===== src/hw/decode_config.svh =====
`ifndef DECODE_CONFIG_SVH
`define DECODE_CONFIG_SVH

// Instruction word and register width
`define DECODE_DATA_WIDTH 16

// Register select field width
`define DECODE_SEL_WIDTH 3

// Architectural registers
`define DECODE_REG_COUNT 8

// Cycles from decode to register write, valid range 2 to 5
`define DECODE_WB_DELAY 3

`endif


===== src/hw/decode_pkg.sv =====
`include "decode_config.svh"
`default_nettype none

package decode_pkg;

    // Major opcode, instruction bits 15..11
    typedef enum logic [4:0] {
        OP_HALT  = 5'b00000,
        OP_NOP   = 5'b00001,
        OP_ADDI  = 5'b01000,
        OP_SUBI  = 5'b01001,
        OP_XORI  = 5'b01010,
        OP_ANDNI = 5'b01011,
        OP_BEQZ  = 5'b01100,
        OP_ST    = 5'b10000,
        OP_LD    = 5'b10001,
        OP_LBI   = 5'b11000,
        OP_RFMT  = 5'b11011
    } opcode_t;

    // Operation requested from the execute stage
    typedef enum logic [2:0] {
        ALU_ADD   = 3'd0,
        ALU_SUB   = 3'd1,
        ALU_XOR   = 3'd2,
        ALU_ANDN  = 3'd3,
        ALU_PASSB = 3'd4
    } aluOp_t;

    // Destination tag carried down the writeback chain
    typedef struct packed {
        logic                         regWrt;
        logic [`DECODE_SEL_WIDTH-1:0] rd;
    } wbTag_t;

endpackage

`default_nettype wire


===== src/hw/instrDecoder.sv =====
`include "decode_config.svh"
`default_nettype none

module instrDecoder (
    input  wire logic [`DECODE_DATA_WIDTH-1:0] instr,
    input  wire logic                          nopMech,
    output decode_pkg::aluOp_t                 aluOp,
    output logic [`DECODE_DATA_WIDTH-1:0]      immExt,
    output logic                               immSel,
    output logic                               memRead,
    output logic                               memWrt,
    output logic                               isBranch,
    output logic                               halt,
    output logic                               illegal,
    output decode_pkg::wbTag_t                 tagOut
);

    // Destination field select
    localparam logic [1:0] DST_RT = 2'd0;
    localparam logic [1:0] DST_RS = 2'd1;
    localparam logic [1:0] DST_RD = 2'd2;

    // Immediate extension kinds
    localparam logic [1:0] IMM_NONE = 2'd0;
    localparam logic [1:0] IMM_5S   = 2'd1;
    localparam logic [1:0] IMM_5Z   = 2'd2;
    localparam logic [1:0] IMM_8S   = 2'd3;

    decode_pkg::opcode_t          opcode;
    logic                         regWrt;
    logic [1:0]                   dstSel;
    logic [1:0]                   immKind;
    logic [`DECODE_SEL_WIDTH-1:0] rd;

    // Override turns the slot into a bubble before lookup
    assign opcode = nopMech ? decode_pkg::OP_NOP : decode_pkg::opcode_t'(instr[15:11]);

    // Control table
    always_comb begin
        aluOp    = decode_pkg::ALU_ADD;
        immSel   = 1'b0;
        memRead  = 1'b0;
        memWrt   = 1'b0;
        isBranch = 1'b0;
        halt     = 1'b0;
        illegal  = 1'b0;
        regWrt   = 1'b0;
        dstSel   = DST_RT;
        immKind  = IMM_NONE;

        case (opcode)
            decode_pkg::OP_HALT: begin
                halt = 1'b1;
            end
            decode_pkg::OP_NOP: begin
                // Nothing to do
            end
            decode_pkg::OP_ADDI: begin
                aluOp   = decode_pkg::ALU_ADD;
                immSel  = 1'b1;
                regWrt  = 1'b1;
                immKind = IMM_5S;
            end
            decode_pkg::OP_SUBI: begin
                aluOp   = decode_pkg::ALU_SUB;
                immSel  = 1'b1;
                regWrt  = 1'b1;
                immKind = IMM_5S;
            end
            decode_pkg::OP_XORI: begin
                aluOp   = decode_pkg::ALU_XOR;
                immSel  = 1'b1;
                regWrt  = 1'b1;
                immKind = IMM_5Z;
            end
            decode_pkg::OP_ANDNI: begin
                aluOp   = decode_pkg::ALU_ANDN;
                immSel  = 1'b1;
                regWrt  = 1'b1;
                immKind = IMM_5Z;
            end
            decode_pkg::OP_BEQZ: begin
                isBranch = 1'b1;
                immKind  = IMM_8S;
            end
            decode_pkg::OP_ST: begin
                // Address is base plus offset
                immSel  = 1'b1;
                memWrt  = 1'b1;
                immKind = IMM_5S;
            end
            decode_pkg::OP_LD: begin
                immSel  = 1'b1;
                memRead = 1'b1;
                regWrt  = 1'b1;
                immKind = IMM_5S;
            end
            decode_pkg::OP_LBI: begin
                aluOp   = decode_pkg::ALU_PASSB;
                immSel  = 1'b1;
                regWrt  = 1'b1;
                dstSel  = DST_RS;
                immKind = IMM_8S;
            end
            decode_pkg::OP_RFMT: begin
                regWrt = 1'b1;
                dstSel = DST_RD;
                // Function field picks the operation
                case (instr[1:0])
                    2'b00:   aluOp = decode_pkg::ALU_ADD;
                    2'b01:   aluOp = decode_pkg::ALU_SUB;
                    2'b10:   aluOp = decode_pkg::ALU_XOR;
                    default: aluOp = decode_pkg::ALU_ANDN;
                endcase
            end
            default: begin
                illegal = 1'b1;
            end
        endcase
    end

    // Immediate extension
    always_comb begin
        case (immKind)
            IMM_5S:  immExt = {{(`DECODE_DATA_WIDTH-5){instr[4]}}, instr[4:0]};
            IMM_5Z:  immExt = {{(`DECODE_DATA_WIDTH-5){1'b0}}, instr[4:0]};
            IMM_8S:  immExt = {{(`DECODE_DATA_WIDTH-8){instr[7]}}, instr[7:0]};
            default: immExt = '0;
        endcase
    end

    // Destination field
    always_comb begin
        case (dstSel)
            DST_RS:  rd = instr[10:8];
            DST_RD:  rd = instr[4:2];
            default: rd = instr[7:5];
        endcase
    end

    // Tag is all zero when nothing is written
    always_comb begin
        tagOut.regWrt = regWrt;
        tagOut.rd     = regWrt ? rd : '0;
    end

endmodule

`default_nettype wire


===== src/hw/wbStage.sv =====
`include "decode_config.svh"
`default_nettype none

module wbStage (
    input  wire logic                         clk,
    input  wire logic                         rst,
    input  wire decode_pkg::wbTag_t           tagIn,
    input  wire logic [`DECODE_SEL_WIDTH-1:0] rsSel,
    input  wire logic [`DECODE_SEL_WIDTH-1:0] rtSel,
    output decode_pkg::wbTag_t                tagOut,
    output logic                              match
);

    decode_pkg::wbTag_t heldTag;

    // One cycle of writeback delay
    always_ff @(posedge clk) begin
        if (rst) begin
            heldTag <= '0;
        end else begin
            heldTag <= tagIn;
        end
    end

    assign tagOut = heldTag;

    // Pending write to a register the current instruction reads
    always_comb begin
        match = 1'b0;
        if (heldTag.regWrt) begin
            if (heldTag.rd == rsSel || heldTag.rd == rtSel) begin
                match = 1'b1;
            end
        end
    end

endmodule

`default_nettype wire


===== src/hw/regFileBypass.sv =====
`include "decode_config.svh"
`default_nettype none

module regFileBypass (
    input  wire logic                          clk,
    input  wire logic                          rst,
    input  wire logic [`DECODE_SEL_WIDTH-1:0]  rsSel,
    input  wire logic [`DECODE_SEL_WIDTH-1:0]  rtSel,
    input  wire decode_pkg::wbTag_t            wrTag,
    input  wire logic [`DECODE_DATA_WIDTH-1:0] wrData,
    input  wire logic [`DECODE_WB_DELAY-1:0]   stageMatch,
    output logic [`DECODE_DATA_WIDTH-1:0]      rsData,
    output logic [`DECODE_DATA_WIDTH-1:0]      rtData,
    output logic                               stall
);

    logic [`DECODE_DATA_WIDTH-1:0] regs [`DECODE_REG_COUNT];
    logic                          rsHit;
    logic                          rtHit;

    // Write port fed by the tag leaving the chain
    always_ff @(posedge clk) begin
        if (rst) begin
            for (int i = 0; i < `DECODE_REG_COUNT; i++) begin
                regs[i] <= '0;
            end
        end else if (wrTag.regWrt) begin
            regs[wrTag.rd] <= wrData;
        end
    end

    // Same-cycle bypass on both read ports
    assign rsHit = wrTag.regWrt && (wrTag.rd == rsSel);
    assign rtHit = wrTag.regWrt && (wrTag.rd == rtSel);

    always_comb begin
        if (rsHit) begin
            rsData = wrData;
        end else begin
            rsData = regs[rsSel];
        end
    end

    always_comb begin
        if (rtHit) begin
            rtData = wrData;
        end else begin
            rtData = regs[rtSel];
        end
    end

    // The final stage is covered by the bypass above, so only the
    // earlier stages can hold a value the read ports cannot see yet
    assign stall = |stageMatch[`DECODE_WB_DELAY-2:0];

endmodule

`default_nettype wire


===== src/hw/decodeStage.sv =====
`include "decode_config.svh"
`default_nettype none

module decodeStage (
    input  wire logic                          clk,
    input  wire logic                          rst,
    input  wire logic [`DECODE_DATA_WIDTH-1:0] instr,
    input  wire logic                          nopMech,
    input  wire logic [`DECODE_DATA_WIDTH-1:0] wbData,
    output wire logic [`DECODE_DATA_WIDTH-1:0] rsData,
    output wire logic [`DECODE_DATA_WIDTH-1:0] rtData,
    output wire logic [`DECODE_DATA_WIDTH-1:0] immExt,
    output wire logic                          immSel,
    output wire decode_pkg::aluOp_t            aluOp,
    output wire logic                          memRead,
    output wire logic                          memWrt,
    output wire logic                          isBranch,
    output wire logic                          halt,
    output wire logic                          illegal,
    output wire logic                          stall,
    output wire logic                          wbRegWrt,
    output wire logic [`DECODE_SEL_WIDTH-1:0]  wbRd
);

    wire logic [`DECODE_SEL_WIDTH-1:0] rsSel;
    wire logic [`DECODE_SEL_WIDTH-1:0] rtSel;
    wire logic [`DECODE_WB_DELAY-1:0]  stageMatch;

    // Entry 0 is the decoder output, the last entry drains into the register file
    wire decode_pkg::wbTag_t tagChain [`DECODE_WB_DELAY+1];

    assign rsSel = instr[10:8];
    assign rtSel = instr[7:5];

    instrDecoder decoder (
        .instr    (instr),
        .nopMech  (nopMech),
        .aluOp    (aluOp),
        .immExt   (immExt),
        .immSel   (immSel),
        .memRead  (memRead),
        .memWrt   (memWrt),
        .isBranch (isBranch),
        .halt     (halt),
        .illegal  (illegal),
        .tagOut   (tagChain[0])
    );

    // Writeback delay chain
    for (genvar k = 0; k < `DECODE_WB_DELAY; k++) begin : gStage
        wbStage stage (
            .clk    (clk),
            .rst    (rst),
            .tagIn  (tagChain[k]),
            .rsSel  (rsSel),
            .rtSel  (rtSel),
            .tagOut (tagChain[k+1]),
            .match  (stageMatch[k])
        );
    end

    regFileBypass regFile (
        .clk        (clk),
        .rst        (rst),
        .rsSel      (rsSel),
        .rtSel      (rtSel),
        .wrTag      (tagChain[`DECODE_WB_DELAY]),
        .wrData     (wbData),
        .stageMatch (stageMatch),
        .rsData     (rsData),
        .rtData     (rtData),
        .stall      (stall)
    );

    // Write port visible outside for tracing
    assign wbRegWrt = tagChain[`DECODE_WB_DELAY].regWrt;
    assign wbRd     = tagChain[`DECODE_WB_DELAY].rd;

endmodule

`default_nettype wire


===== config.mk =====
export PLATFORM = sky130hd
export DESIGN_NAME = decodeStage
export DESIGN_NICKNAME = d
export VERILOG_FILES = /design/src/hw/decode_pkg.sv /design/src/hw/instrDecoder.sv /design/src/hw/wbStage.sv /design/src/hw/regFileBypass.sv /design/src/hw/decodeStage.sv
export VERILOG_INCLUDE_DIRS = /design/src /design/src/hw
export SDC_FILE = /design/constraint.sdc
export NUM_CORES = 1
export LEC_CHECK = 0
export ABC_AREA = 1
export BUFFER_PORTS_ARGS = -buffer_cell sky130_fd_sc_hd__buf_2
export CAP_MARGIN = 20
export CORE_MARGIN = 1
export CORE_UTILIZATION = 59
export DETAILED_ROUTE_END_ITERATION = 10
export PLACE_DENSITY = 0.81
export SLEW_MARGIN = 30
export SYNTH_ARGS = -nofsm -noshare
export SYNTH_HDL_FRONTEND = slang
export SYNTH_SLANG_ARGS = --single-unit

===== constraint.sdc =====
create_clock -name clk -period 2.2 [get_ports clk]
set_input_delay 0.11 -clock clk [delete_from_list [all_inputs] [get_ports clk]]
set_output_delay 0.11 -clock clk [all_outputs]
set_load 0.03 [all_outputs]

==> impl_metrics.json <==
{
  "yosys.area.top_type": "edfxtp_1",
  "status": "completed",
  "fmax_mhz": 473,
  "std_cell_rows": 43,
  "cts_buffer_depth": 2,
  "drt-initial-drc-count": 1055,
  "ir_worst_vdd_mv": 0.604,
  "cp_num_buf_inv": 3,
  "async_flop_share_pct": 0,
  "netlist_area_um2": 8330,
  "synthAdderAreaFrac_pct": 0.451,
  "synth_compound_area_share_pct": 14.9,
  "synth_edf_count": 128,
  "wire_per_inst_um": 18.3,
  "die_y_um": 121,
  "dpl.hpwl_mm": 14.9,
  "placedCellCount": 1267,
  "final_layout_size_suffix_gt1_share_pct": 16.4,
  "arrival_ns": 2.00,
  "gp_congestion": 0.928,
  "yosysSeqAreaShare_pct": 49.0,
  "multiInputGateArea_um2": 3380,
  "final_cell_mix": "nand2_1 (179), nor2_1 (159), edfxtp_1 (128)",
  "drcViolationCount": 0,
  "end_kind": "primary output",
  "finalHoldViolations": 0,
  "wl_mm": 23.8,
  "final_area_um2": 9500,
  "synth.net_count": 1070,
  "setup_ws_ns": 0.0852,
  "final_common_cell": "nand2_1",
  "syn_inst": 1032,
  "tritoncts": "yes",
  "crit_path_frequent_cell": "nand2_1",
  "finalClockSkew_ns": 0.00659,
  "cap_violations": 0,
  "yosys_most_used_dff": "edfxtp_1",
  "totalPowerFinal_mw": 6.76,
  "setup_tns_ns": 0,
  "clock-sinks": 140,
  "num-nets-final": 1145,
  "cts-buffers-inserted": 17,
  "post-place-ws_ns": 0.505,
  "syn_avg_cell_area_um2": 8.07,
  "critPathMaxFanout": 16,
  "leakagePower_nw": 4.27,
  "cp-start-kind": "flop",
  "critPathRequiredTime_ns": 2.09,
  "synth.area.mux_share_pct": 0,
  "cellPowerDensity_nw_per_um2": 712,
  "critPathKind": "reg -> out",
  "synth_cell_type_count": 32,
  "vias": 7728,
  "clk_pin_slew_worst_paths_ns": 0.06,
  "synth_top_area_share_pct": 46.2,
  "fin_crit_ns": 2.11,
  "core_area_um2": 13800,
  "cts_setup_buffers": 0,
  "period_share_pct": 96.1,
  "seq_area_um2": 4080,
  "port_buffers": 96,
  "htree_num_levels": 4,
  "stdcell_count": 1300,
  "setup_violations": 0,
  "grt_util_all_layers_pct": 33.8,
  "postRouteAntennaNets": 0,
  "hold_ws_ns": 0.0833,
  "ios": 97,
  "yosysWarnings": 0,
  "die_w_um": 121,
  "dr.pass1.iters": 5,
  "avgViaCountPerCell": 5.94,
  "crit_slowest_cell": "dfxtp_1",
  "grt_pass1_vias": 7082,
  "critical_path.max_stage_delay_ns": 0.38,
  "globalRouteOverflowTotal": 0,
  "maxSlewViolCount": 0,
  "fp.dieArea_um2": 14600,
  "synthSimpleGateAreaFrac_pct": 24.0,
  "grt_max_degree": 120,
  "initial_core_util_pct": 60.2,
  "dpl_cell_area_um2": 8920,
  "worstMarginPinSlew_ns": 0.483,
  "fin_util_pct": 68.7,
  "clock_latency_ns": 0.42,
  "root_buffer": "clkbuf_16",
  "n_fill_cell": 1088,
  "slew_headroom_pct": 67.8,
  "antenna_cells": 0,
  "grt_pass1_wl_mm": 36.9,
  "synth_top_family_by_area": "simple AND/OR/NAND/NOR gates",
  "synth-seq-cells": 140,
  "antenna_found_initial": 0,
  "syn_to_final_growth_pct": 14.0,
  "synthXorXnorAreaFrac_pct": 1.26,
  "path_delay_family": "buffers and inverters",
  "hp-class": "in -> reg",
  "ys_top_cells_by_area": "edfxtp_1 (46%), nand2_1 (8.1%), nor2_1 (7.2%)",
  "path_cells": "inv_2 -> o21ai_1 -> a21oi_1 -> nand2_4 -> inv_4 -> nand2_1 -> nand2_1 -> buf_2"
}
==> logic make-up after synthesis <==
kind of cell	Yosys count
buffers and inverters	194
AOI/OAI and AO/OA	213
adders and majority gates	3
xor gates and xnor gates	12
and+or+nand+nor	470
DFF	140
==> cells in the mapped netlist, types with 2 or more instances <==
cell,instances
inv_2,5
nand2_2,12
a21oi_1,68
nand2_4,2
o211ai_1,64
ha_1,3
clkbuf_1,15
buf_4,12
edfxtp_1,128
o22ai_1,2
dfxtp_1,12
xnor2_1,12
inv_1,113
buf_6,5
o21ai_0,75
nor2_4,2
nand3_1,110
nand2_1,179
nor2_2,2
buf_1,2
inv_4,3
buf_2,38
nor2_1,159
==> path summary, 6_finish.rpt <==
check,start,end,slack (ns),depth (start not counted)
worst min register to register,gStage[1].stage.tagOut[3],gStage[2].stage.tagOut[3],0.43,2
worst max register to register,gStage[2].stage.tagOut[1],regFile.regs[3][3],0.44,5
worst min-delay path,instr[2],gStage[0].stage.tagOut[0],0.08,5
worst max-delay path,gStage[2].stage.tagOut[0],rtData[5],0.09,8
==> tightest hold or removal path: stages <==
cell	delay, ns
buf_2	0.10
nand2_1	0.05
o21ai_0	0.06
a21oi_1	0.07
nor2_1	0.08
==> where the power goes <==
group | total (mW) | leakage [nW] | switching [mW] | internal [mW]
clock network | 2.74 | 0.270 | 1.09 | 1.64
registers | 3.01 | 1.43 | 0.0357 | 2.98
logic | 1.01 | 2.57 | 0.719 | 0.290
total | 6.76 | 4.27 | 1.85 | 4.91
==> layout make-up <==
class                   instances  share of cell area [%]
flip-flops and latches        140                    43.0
clock inverters                14                    1.34
inverters                     122                    4.93
well taps                     180                    2.37
multi-input cells             698                    35.6
repair buffers                128                    8.20
clock buffers                  18                    4.52
==> sequential cells by signal, summed over array words and instances, names as in the netlist <==
register             flops
gStage.stage.tagOut     12
regFile.regs           128
==> per-layer routing <==
| layer | share of wire, % | up-vias | track usage (%) |
|---|---|---|---|
| li1 | - | 3608 | - |
| met1 | 39 | 3578 | 44.6 |
| met2 | 47 | 469 | 53.1 |
| met3 | 9.8 | 73 | 6.13 |
| met4 | 4.0 | 0 | 18.4 |
| met5 | 0 | - | 0 |
==> what timing repair did <==
action | 4_1_cts | 5_1_grt
resized for setup | 0 | 2
hold buffers | 1 | 0
endpoints found under the setup margin | 0 | 9
endpoints found under the hold margin | 8 | 0
Note: power is estimated with default switching activity, not from simulation.
